--- config.mk ---
export PLATFORM = sky130hd
export DESIGN_NAME = reg_block
export DESIGN_NICKNAME = d
export VERILOG_FILES = /design/src/source/reg_block_pkg.sv /design/src/source/reg_block.sv /design/src/source/reg_bus_adapter.sv /design/src/source/reg_event_counter.sv /design/src/source/reg_register.sv
export SDC_FILE = /design/constraint.sdc
export NUM_CORES = 1
export LEC_CHECK = 0
export ABC_AREA = 0
export ABC_CLOCK_PERIOD_IN_PS = 2500
export BUFFER_PORTS_ARGS = -buffer_cell sky130_fd_sc_hd__buf_2
export CORE_MARGIN = 1.5
export CORE_UTILIZATION = 46
export CTS_CLUSTER_SIZE = 40
export DETAILED_ROUTE_END_ITERATION = 7
export PLACE_DENSITY = 0.82
export SKIP_LAST_GASP = 1
export SLEW_MARGIN = 20
export SYNTH_ARGS = -nofsm -noshare
export SYNTH_HDL_FRONTEND = slang
export SYNTH_SLANG_ARGS = --single-unit
export TNS_END_PERCENT = 20
--- constraint.sdc ---
create_clock -name i_clk -period 2.5 [get_ports i_clk]
set_clock_uncertainty 0.05 [all_clocks]
set_input_delay 0.5 -clock i_clk [delete_from_list [all_inputs] [get_ports i_clk]]
set_output_delay 0.5 -clock i_clk [all_outputs]
set_load 0.01 [all_outputs]
--- src/source/reg_block_pkg.sv ---
package reg_block_pkg;

  // ~~~~~~~~~~~~~~~~~~~~~~~~~~~~~~~~~~~~~~~~~~~~~~~~~~~~~~~~~~~
  // Response status codes.
  // ~~~~~~~~~~~~~~~~~~~~~~~~~~~~~~~~~~~~~~~~~~~~~~~~~~~~~~~~~~~
  localparam int reg_status_width = 2;

  localparam logic [reg_status_width-1:0] reg_status_okay         = 2'd0;
  localparam logic [reg_status_width-1:0] reg_status_exokay       = 2'd1;
  localparam logic [reg_status_width-1:0] reg_status_slave_error  = 2'd2;
  localparam logic [reg_status_width-1:0] reg_status_decode_error = 2'd3;

  // ~~~~~~~~~~~~~~~~~~~~~~~~~~~~~~~~~~~~~~~~~~~~~~~~~~~~~~~~~~~
  // One-hot response select.
  // ~~~~~~~~~~~~~~~~~~~~~~~~~~~~~~~~~~~~~~~~~~~~~~~~~~~~~~~~~~~
  // Callers pad narrower words and unused slots with zeros.
  localparam int reg_select_slots = 8;
  localparam int reg_select_width = 64;

  function automatic logic [reg_select_width-1:0] reg_select(
    input logic [reg_select_slots-1:0]                       select,
    input logic [reg_select_slots-1:0][reg_select_width-1:0] words
  );
    logic [reg_select_width-1:0] result;
    result = '0;
    for (int i = 0; i < reg_select_slots; i++) begin
      result |= words[i] & {reg_select_width{select[i]}};
    end
    return result;
  endfunction

endpackage

--- src/source/reg_block.sv ---
`timescale 1ns/1ps

module reg_block #(
  parameter int                   bus_width     = 32,
  parameter int                   address_width = 8,
  parameter int                   registers     = 3,
  parameter logic [reg_block_pkg::reg_status_width-1:0]
                                  error_status  = reg_block_pkg::reg_status_decode_error,
  parameter logic [bus_width-1:0] error_data    = '0,
  parameter int                   counter_width = 16
)(
  input  logic                                       i_clk,
  input  logic                                       i_rst_n,
  input  logic                                       valid,
  input  logic [address_width-1:0]                   address,
  input  logic                                       write,
  input  logic [bus_width-1:0]                       write_data,
  input  logic [bus_width/8-1:0]                     strobe,
  output logic                                       ready,
  output logic [reg_block_pkg::reg_status_width-1:0] status,
  output logic [bus_width-1:0]                       read_data,
  input  logic [bus_width-1:0]                       hw_status,
  input  logic                                       event_pulse,
  output logic [bus_width-1:0]                       ctrl_value
);
  import reg_block_pkg::*;

  // Slot order behind the adapter.
  localparam int ctrl_slot    = 0;
  localparam int status_slot  = 1;
  localparam int counter_slot = 2;

  logic [registers-1:0]                       reg_valid;
  logic [registers-1:0]                       reg_active;
  logic [registers-1:0]                       reg_ready;
  logic [registers-1:0][reg_status_width-1:0] reg_status;
  logic [registers-1:0][bus_width-1:0]        reg_read_data;

  // ~~~~~~~~~~~~~~~~~~~~~~~~~~~~~~~~~~~~~~~~~~~~~~~~~~~~~~~~~~~
  // Bus side.
  // ~~~~~~~~~~~~~~~~~~~~~~~~~~~~~~~~~~~~~~~~~~~~~~~~~~~~~~~~~~~
  reg_bus_adapter #(
    .bus_width     (bus_width),
    .address_width (address_width),
    .registers     (registers),
    .error_status  (error_status),
    .error_data    (error_data)
  ) u_adapter (
    .i_clk         (i_clk),
    .i_rst_n       (i_rst_n),
    .valid         (valid),
    .address       (address),
    .write         (write),
    .write_data    (write_data),
    .strobe        (strobe),
    .ready         (ready),
    .status        (status),
    .read_data     (read_data),
    .reg_valid     (reg_valid),
    .reg_active    (reg_active),
    .reg_ready     (reg_ready),
    .reg_status    (reg_status),
    .reg_read_data (reg_read_data)
  );

  // ~~~~~~~~~~~~~~~~~~~~~~~~~~~~~~~~~~~~~~~~~~~~~~~~~~~~~~~~~~~
  // Registers.
  // ~~~~~~~~~~~~~~~~~~~~~~~~~~~~~~~~~~~~~~~~~~~~~~~~~~~~~~~~~~~
  // Control, fully writable, no hardware value behind it.
  reg_register #(
    .bus_width     (bus_width),
    .address_width (address_width),
    .base_address  (address_width'('h00)),
    .writable_mask ({bus_width{1'b1}})
  ) u_ctrl_register (
    .i_clk         (i_clk),
    .i_rst_n       (i_rst_n),
    .reg_valid     (reg_valid[ctrl_slot]),
    .address       (address),
    .write         (write),
    .write_data    (write_data),
    .strobe        (strobe),
    .hw_value      ({bus_width{1'b0}}),
    .reg_active    (reg_active[ctrl_slot]),
    .reg_ready     (reg_ready[ctrl_slot]),
    .reg_status    (reg_status[ctrl_slot]),
    .reg_read_data (reg_read_data[ctrl_slot]),
    .value         (ctrl_value)
  );

  // Status, read-only view of the hardware input.
  reg_register #(
    .bus_width     (bus_width),
    .address_width (address_width),
    .base_address  (address_width'('h04)),
    .writable_mask ({bus_width{1'b0}})
  ) u_status_register (
    .i_clk         (i_clk),
    .i_rst_n       (i_rst_n),
    .reg_valid     (reg_valid[status_slot]),
    .address       (address),
    .write         (write),
    .write_data    (write_data),
    .strobe        (strobe),
    .hw_value      (hw_status),
    .reg_active    (reg_active[status_slot]),
    .reg_ready     (reg_ready[status_slot]),
    .reg_status    (reg_status[status_slot]),
    .reg_read_data (reg_read_data[status_slot]),
    .value         ()
  );

  reg_event_counter #(
    .bus_width     (bus_width),
    .address_width (address_width),
    .base_address  (address_width'('h08)),
    .counter_width (counter_width)
  ) u_event_counter (
    .i_clk         (i_clk),
    .i_rst_n       (i_rst_n),
    .reg_valid     (reg_valid[counter_slot]),
    .address       (address),
    .write         (write),
    .write_data    (write_data),
    .strobe        (strobe),
    .event_pulse   (event_pulse),
    .reg_active    (reg_active[counter_slot]),
    .reg_ready     (reg_ready[counter_slot]),
    .reg_status    (reg_status[counter_slot]),
    .reg_read_data (reg_read_data[counter_slot])
  );

endmodule

--- src/source/reg_bus_adapter.sv ---
`timescale 1ns/1ps

module reg_bus_adapter #(
  parameter int                                   bus_width     = 32,
  parameter int                                   address_width = 8,
  parameter int                                   registers     = 1,
  parameter logic [reg_block_pkg::reg_status_width-1:0]
                                                  error_status  =
                                                    reg_block_pkg::reg_status_decode_error,
  parameter logic [bus_width-1:0]                 error_data    = '0
)(
  input  logic                                   i_clk,
  input  logic                                   i_rst_n,
  input  logic                                   valid,
  input  logic [address_width-1:0]               address,
  input  logic                                   write,
  input  logic [bus_width-1:0]                   write_data,
  input  logic [bus_width/8-1:0]                 strobe,
  output logic                                   ready,
  output logic [reg_block_pkg::reg_status_width-1:0] status,
  output logic [bus_width-1:0]                   read_data,
  output logic [registers-1:0]                   reg_valid,
  input  logic [registers-1:0]                   reg_active,
  input  logic [registers-1:0]                   reg_ready,
  input  logic [registers-1:0][reg_block_pkg::reg_status_width-1:0] reg_status,
  input  logic [registers-1:0][bus_width-1:0]    reg_read_data
);
  import reg_block_pkg::*;

  // ~~~~~~~~~~~~~~~~~~~~~~~~~~~~~~~~~~~~~~~~~~~~~~~~~~~~~~~~~~~
  // Busy state.
  // ~~~~~~~~~~~~~~~~~~~~~~~~~~~~~~~~~~~~~~~~~~~~~~~~~~~~~~~~~~~
  logic busy;
  logic request;

  always_ff @(posedge i_clk, negedge i_rst_n) begin
    if (!i_rst_n) begin
      busy <= 1'b0;
    end else if (ready) begin
      busy <= 1'b0;
    end else if (valid) begin
      busy <= 1'b1;
    end
  end

  // Request is broadcast once and then held off until a response.
  assign request   = valid && !busy;
  assign reg_valid = {registers{request}};

  // ~~~~~~~~~~~~~~~~~~~~~~~~~~~~~~~~~~~~~~~~~~~~~~~~~~~~~~~~~~~
  // Response merge.
  // ~~~~~~~~~~~~~~~~~~~~~~~~~~~~~~~~~~~~~~~~~~~~~~~~~~~~~~~~~~~
  logic                                              error_ready;
  logic [reg_select_slots-1:0]                       select;
  logic [reg_select_slots-1:0][reg_select_width-1:0] status_words;
  logic [reg_select_slots-1:0][reg_select_width-1:0] data_words;
  logic [reg_select_width-1:0]                       merged_status;
  logic [reg_select_width-1:0]                       merged_data;

  // Nobody claims the address, so the extra slot answers.
  assign error_ready = valid && !(|reg_active);

  always_comb begin
    select       = '0;
    status_words = '0;
    data_words   = '0;
    for (int i = 0; i < registers; i++) begin
      select[i]       = reg_ready[i];
      status_words[i] = reg_select_width'(reg_status[i]);
      data_words[i]   = reg_select_width'(reg_read_data[i]);
    end
    select[registers]       = error_ready;
    status_words[registers] = reg_select_width'(error_status);
    data_words[registers]   = reg_select_width'(error_data);
  end

  assign merged_status = reg_select(select, status_words);
  assign merged_data   = reg_select(select, data_words);

  assign ready     = |select;
  assign status    = merged_status[reg_status_width-1:0];
  assign read_data = merged_data[bus_width-1:0];

endmodule

--- src/source/reg_event_counter.sv ---
`timescale 1ns/1ps

module reg_event_counter #(
  parameter int                       bus_width     = 32,
  parameter int                       address_width = 8,
  parameter logic [address_width-1:0] base_address  = '0,
  parameter int                       counter_width = 16
)(
  input  logic                                       i_clk,
  input  logic                                       i_rst_n,
  input  logic                                       reg_valid,
  input  logic [address_width-1:0]                   address,
  input  logic                                       write,
  input  logic [bus_width-1:0]                       write_data,
  input  logic [bus_width/8-1:0]                     strobe,
  input  logic                                       event_pulse,
  output logic                                       reg_active,
  output logic                                       reg_ready,
  output logic [reg_block_pkg::reg_status_width-1:0] reg_status,
  output logic [bus_width-1:0]                       reg_read_data
);
  import reg_block_pkg::*;

  // ~~~~~~~~~~~~~~~~~~~~~~~~~~~~~~~~~~~~~~~~~~~~~~~~~~~~~~~~~~~
  // Address decode.
  // ~~~~~~~~~~~~~~~~~~~~~~~~~~~~~~~~~~~~~~~~~~~~~~~~~~~~~~~~~~~
  logic clear;

  assign reg_active = (address[address_width-1:2] == base_address[address_width-1:2]);
  assign reg_ready  = reg_valid && reg_active;

  // Any completed write clears, data and strobe are don't care.
  assign clear = reg_ready && write;

  // ~~~~~~~~~~~~~~~~~~~~~~~~~~~~~~~~~~~~~~~~~~~~~~~~~~~~~~~~~~~
  // Saturating counter.
  // ~~~~~~~~~~~~~~~~~~~~~~~~~~~~~~~~~~~~~~~~~~~~~~~~~~~~~~~~~~~
  logic [counter_width-1:0] count;
  logic                     saturated;

  assign saturated = &count;

  // Clear wins over an event in the same cycle.
  always_ff @(posedge i_clk, negedge i_rst_n) begin
    if (!i_rst_n) begin
      count <= '0;
    end else if (clear) begin
      count <= '0;
    end else if (event_pulse && !saturated) begin
      count <= count + counter_width'(1);
    end
  end

  // ~~~~~~~~~~~~~~~~~~~~~~~~~~~~~~~~~~~~~~~~~~~~~~~~~~~~~~~~~~~
  // Response.
  // ~~~~~~~~~~~~~~~~~~~~~~~~~~~~~~~~~~~~~~~~~~~~~~~~~~~~~~~~~~~
  always_comb begin
    reg_read_data = '0;
    if (reg_ready) begin
      reg_read_data = bus_width'(count);
    end
  end

  assign reg_status = reg_status_okay;

endmodule

--- src/source/reg_register.sv ---
`timescale 1ns/1ps

module reg_register #(
  parameter int                       bus_width     = 32,
  parameter int                       address_width = 8,
  parameter logic [address_width-1:0] base_address  = '0,
  parameter logic [bus_width-1:0]     writable_mask = '1
)(
  input  logic                                       i_clk,
  input  logic                                       i_rst_n,
  input  logic                                       reg_valid,
  input  logic [address_width-1:0]                   address,
  input  logic                                       write,
  input  logic [bus_width-1:0]                       write_data,
  input  logic [bus_width/8-1:0]                     strobe,
  input  logic [bus_width-1:0]                       hw_value,
  output logic                                       reg_active,
  output logic                                       reg_ready,
  output logic [reg_block_pkg::reg_status_width-1:0] reg_status,
  output logic [bus_width-1:0]                       reg_read_data,
  output logic [bus_width-1:0]                       value
);
  import reg_block_pkg::*;

  localparam int strobe_width = bus_width / 8;

  // No writable bit at all means the register is read-only.
  localparam bit read_only = (writable_mask == '0);

  // ~~~~~~~~~~~~~~~~~~~~~~~~~~~~~~~~~~~~~~~~~~~~~~~~~~~~~~~~~~~
  // Address decode.
  // ~~~~~~~~~~~~~~~~~~~~~~~~~~~~~~~~~~~~~~~~~~~~~~~~~~~~~~~~~~~
  logic write_hit;

  // Word aligned, the byte offset bits are ignored.
  assign reg_active = (address[address_width-1:2] == base_address[address_width-1:2]);
  assign reg_ready  = reg_valid && reg_active;
  assign write_hit  = reg_ready && write;

  // ~~~~~~~~~~~~~~~~~~~~~~~~~~~~~~~~~~~~~~~~~~~~~~~~~~~~~~~~~~~
  // Storage.
  // ~~~~~~~~~~~~~~~~~~~~~~~~~~~~~~~~~~~~~~~~~~~~~~~~~~~~~~~~~~~
  logic [bus_width-1:0] byte_mask;
  logic [bus_width-1:0] update_mask;
  logic [bus_width-1:0] stored;

  always_comb begin
    byte_mask = '0;
    for (int i = 0; i < strobe_width; i++) begin
      byte_mask[8*i+:8] = {8{strobe[i]}};
    end
  end

  // Only strobed bytes, and within them only the writable bits.
  assign update_mask = byte_mask & writable_mask;

  always_ff @(posedge i_clk, negedge i_rst_n) begin
    if (!i_rst_n) begin
      stored <= '0;
    end else if (write_hit) begin
      stored <= (stored & ~update_mask) | (write_data & update_mask);
    end
  end

  assign value = stored;

  // ~~~~~~~~~~~~~~~~~~~~~~~~~~~~~~~~~~~~~~~~~~~~~~~~~~~~~~~~~~~
  // Response.
  // ~~~~~~~~~~~~~~~~~~~~~~~~~~~~~~~~~~~~~~~~~~~~~~~~~~~~~~~~~~~
  logic [bus_width-1:0] read_value;

  // Hardware value shows through on every bit that is not writable.
  assign read_value = (stored & writable_mask) | (hw_value & ~writable_mask);

  always_comb begin
    reg_read_data = '0;
    if (reg_ready) begin
      reg_read_data = read_value;
    end
  end

  always_comb begin
    reg_status = reg_status_okay;
    if (write_hit && read_only) begin
      reg_status = reg_status_slave_error;
    end
  end

endmodule

; ---- Word level (Yosys, flattened, before mapping)
; Index checks and enable logic that the tools add are counted.
[op_classes]
n_eq_ne = 2
n_mux = 8
reduce_logical = 18
add_sub_neg = 1
n_bitwise = 11
[op_table]
columns = op, n
row1 = $and 32x32->32, 4
row2 = $or 32x32->32, 3
row3 = $mux 32, 2
row4 = $mux 16, 3
row5 = $and 16x32->32, 1
row6 = $not 32->32, 1
row7 = $add 16x1->16 const B, 1
row8 = $reduce_and 16->1, 1
row9 = $logic_and 1x1->1, 9
row10 = $eq 6x1->1 const B, 1
row11 = $eq 6x2->1 const B, 1
row12 = $logic_not 6->1, 1
row13 = $reduce_bool 2->1, 2
row14 = $reduce_or 4->1, 1
row15 = $logic_not 1->1, 3
row16 = $reduce_or 3->1, 1
row17 = $and 2x2->2, 1
row18 = $mux 1, 2
row19 = $mux 2, 1
row20 = $or 2x2->2, 1
[totals]
elab_cells = 43
reg_bits = 49

; ---- Longest topological paths before layout
[logic_depth]
ltp_word = 7
mapped_depth = 6

; ---- Modules after synthesis
; A second synthesis with hierarchy kept.
[unflattened]
cells_unflattened = 424
area_unflattened_um2 = 3971.3
[by_module_without_submodules]
columns = mod, seq_area_each_um2, area_per_inst_um2, n_inst, cells_each
row1 = reg_register at u_ctrl_register, 800.8, 1514.0, 1, 116
row2 = reg_event_counter, 400.4, 1167.4, 1, 136
row3 = reg_register at u_status_register, 0.0, 650.6, 1, 81
row4 = reg_bus_adapter, 25.0, 635.6, 1, 90
row5 = reg_block, 0.0, 3.8, 1, 1

; ---- Worst setup path after synthesis
; No wires, ideal clock.
[synth_timing]
path_type = input port to output port
startpoint = input address[5]
endpoint = output read_data[22]
required_time_ns = 1.950
setup_slack_ns = 0.251
cell_stages = 6
arrival_ns = 1.699
path_cell_list = nor4_4 > nand3b_4 > nor2b_1 > buf_4 > buf_4 > a22o_1
[synth_between]
elab_chain_len = 6
word_cells_on_any_way = 13
classes_between = eq/ne (2) / mux (2) / bitwise (5) / reduce/logical (4)
[synth_rtl]
columns = element, line_no
row1 = from (decl), reg_block.sv:15  ; input logic [address_width-1:0] address,
row2 = $eq 6x1->1 or $logic_not 6->1 (tied branches), reg_register.sv:36  ; assign reg_active = (address[address_width-1:2] == base_address[address_width-1:2]);
row3 = $logic_and 1x1->1, reg_register.sv:37  ; assign reg_ready = reg_valid && reg_active;
row4 = $mux 32, reg_register.sv:77  ; if (reg_ready) begin
row5 = $and 32x32->32, reg_block_pkg.sv:27  ; result |= words[i] & {reg_select_width{select[i]}};
row6 = $or 32x32->32, reg_block_pkg.sv:27
row7 = $or 32x32->32 (*), reg_block_pkg.sv:27
row8 = to (decl), reg_block.sv:21  ; output logic [bus_width-1:0] read_data,
; Mark *: on every way between the ends. The rest lies on a longest branch, timed or not.

; ---- Worst setup path in the final report
[layout_timing]
startpoint = input address[5]
endpoint = output read_data[27]
; Same word-level chain as after synthesis.

==> flow_summary.toml <==
[power]
peakVddDrop_mv = 0.2887
p_per_area_nw_per_um2 = 470.4
p_leak_nw = 2.165

[drt]
wl_mm = 7.849
drc_errors = 0
route.met3.wl_um = 315
via_count = 2774
wl_per_cell_um = 15.67
routedLengthMet1_mm = 3.353
antenna_left = 0
drtPass1Iterations = 4
top_layer_used = "met4"
drt_iter0_drc = 147
detail_route.vias_per_cell = 5.537
dr_wl_met2_mm = 4.014

[global_route]
grt_use_total_pct = 23.08
grt_pass1_wl_mm = 11.89
grt_max_degree = 19
grt-ovfl-total = 0
antenna_found_initial = 0
grt_pass1_vias = 2568

[floorplanning]
ios = 148
dieWidth_um = 82.13
core_um2 = 5991
rows = 28
initial_core_util_pct = 48.08
die_area_um2 = 6745
fp.dieH_um = 82.13

[final_layout]
fill_cells = 503
synthToLayoutAreaGrowth_pct = 32.80
layout.nets = 508
drive_gt1_share_pct = 48.36
antenna_cells = 0

[worst_setup_path]
cp_data_required_time_ps = 1950
crit_family = "simple AND/OR/NAND/NOR gates"
cp_slowest_cell = "nor4_4"
critPathArrivalTime_ps = 1790
path_buf_inv = 3
critPathCaptureType = "output port"
critPathMaxFanout = 17
startpoint_type = "input port"
cpPeakStageDelay_ps = 360
critPathKind = "in2out"
path_cells = "buf_2 > nor4_4 > nand3b_4 > nor2b_1 > buf_4 > a22o_1 > buf_2"
crit_top_cell = "buf_2"

[logic_synthesis]
async_reset_ff_share_pct = 100.0
synth_warnings = 0
netlist_area_um2 = 2880
synth_nets = 359
yosysUniqueCellTypes = 42
synth-seq-area-share_pct = 42.57
synth-edff-count = 0
ys_ff_latch = 49
synth.avg_cell_area_um2 = 10.40
syn_inst = 277
synth_flop_cell = "dfrtp_1"

[min_path]
hold_path.class = "in2async"

[sta]
hold_slack_ps = 72.17
fin_crit_ps = 2340
max-slew-margin-rel_pct = 64.41
slew_viol_final = 0
rsz0062_at_grt = "no"
setup_viol = 0
final.setup.tns_ps = 0
tightest_slew_ps = 529.8
hold_violations = 0
max_clock_freq_ghz = 0.4273
finalCritPeriodShare_pct = 93.61

[clock_network]
numCtsBuffers = 5
insertion_delay_ps = 310
cts_tree = "built"
cts-root-buf = "clkbuf_8"
clk_pin_slew_ps = 90
cts-resized-gates = 0
h-tree-depth = 2
cts_setup_buffers = 0
cts_hold_buffers = 0
clock_sinks = 49
clk_path_buf_depth = 2

[place]
routabilityCongestion = 0.8713
hpwlAfterDp_mm = 6.114
io_buffers = 145

[outcome]
status = "completed"

[run]
drv_cap = 0
[layout by cell type (no fill, tap or decap), types with 2 or more instances in the layout]
cell      instances
nor4_4            2
and2_1            4
buf_2           145
nand2_1          13
buf_4            10
nor2b_1           4
nand3_1           6
mux2_2           32
o41ai_1           2
a21oi_1          18
o21a_1            2
dfrtp_1          49
clkbuf_8          6
nand2b_1          4
or4_1             4
nand4_2           2
and4_1            4
nor2_1           39
o211ai_1          3
and3_1            4
a22o_1           16
or3_1             3
o21ai_0           6
a22oi_1           3
nand2_4           3
mux2i_1          19
o311ai_0          2
buf_12            2
nand4_1           6
[through the flow]
stage | total power [W] | util, % | instance area [um^2] | std cells | setup WS, ps
2_1_floorplan | 0.001157 | - | 2880 | 277 | 250.5
3_3_place_gp | 0.001314 | 62.34 | 3735 | 494 | 219.7
3_5_place_dp | 0.001328 | 62.34 | 3735 | 494 | 155.4
4_1_cts | 0.001808 | 63.85 | 3825 | 501 | 151.2
5_1_grt | 0.001902 | 63.85 | 3825 | 501 | 78.72
6_report | 0.001799 | 63.85 | 3825 | 501 | 159.7
[cells by family after synthesis]
| family | count (synthesis) | share of synthesized area (%) |
|---|---|---|
| flip-flops | 49 | 42.57 |
| AND/OR/NAND/NOR | 104 | 21.50 |
| adder cells (fa/ha/maj) | 1 | 0.4343 |
| buffers and inverters | 16 | 2.910 |
| AO/OA/AOI/OAI | 55 | 13.16 |
| XOR/XNOR | 1 | 0.3041 |
| multiplexers | 51 | 19.11 |
[worst reg2reg max path: cells and delay by family (launching register included)]
kind                     cells  cell delay (ps)
AO/OA/AOI/OAI                2              370
AND/OR/NAND/NOR              2              660
adder cells (fa/ha/maj)      1              260
flip-flops                   1              420
[worst paths after layout]
path | start | to | cells after the start | slack [ps]
max | address[5] | read_data[27] | 7 | 160
max in group asynchronous | i_rst_n | u_event_counter.count[7] | 2 | 1750
min reg2reg | flop | flop | 1 | 480
min | i_rst_n | u_event_counter.count[0] | 1 | 70
max reg2reg | u_event_counter.count[0] | u_event_counter.count[7] | 5 | 650
min in group i_clk | write_data[21] | flop | 2 | 370
[layout make-up]
| cell class | instances | area (um^2) | area share, % |
|---|---|---|---|
| multi-input combinational | 212 | 1570 | 41.05 |
| sequential | 49 | 1226 | 32.06 |
| timing repair buffer | 157 | 840.8 | 21.98 |
| tap | 75 | 93.84 | 2.453 |
| clock buffer | 6 | 82.58 | 2.159 |
| clock inverter | 1 | 7.507 | 0.1963 |
| inverter | 1 | 3.754 | 0.09814 |
[power breakdown]
part           internal (W)  switching [W]  leakage (nW)
registers          0.000865       0.000110         0.666
clock network      0.000219       0.000262        0.0433
logic              0.000173       0.000171          1.46
[cells in the mapped netlist, types with 2 or more instances]
library cell	instances	area share [%]
a21oi_1	18	3.1
a22o_1	16	4.9
a22oi_1	3	0.78
and2_1	4	0.87
and3_1	4	0.87
and4_1	4	1.2
buf_1	3	0.39
buf_2	4	0.70
buf_4	3	0.78
clkbuf_1	4	0.52
dfrtp_1	49	43
mux2_2	32	13
mux2i_1	19	6.6
nand2_1	13	1.7
nand2_4	3	1.2
nand2b_1	4	0.87
nand3_1	6	1.0
nand4_1	6	1.3
nand4_2	2	0.87
nor2_1	39	5.1
nor2b_1	4	0.87
nor4_4	2	1.5
o211ai_1	3	0.78
o21a_1	2	0.52
o21ai_0	6	1.0
o311ai_0	2	0.61
o41ai_1	2	0.61
or3_1	3	0.65
or4_1	4	1.0
[layer usage]
layer | track usage, % | vias up
met2 | 38.03 | 89
met5 | 0 | -
met4 | 8.475 | 0
met3 | 3.736 | 17
met1 | 30.57 | 1347
li1 | - | 1321
Power figures use the tool's default switching activity.
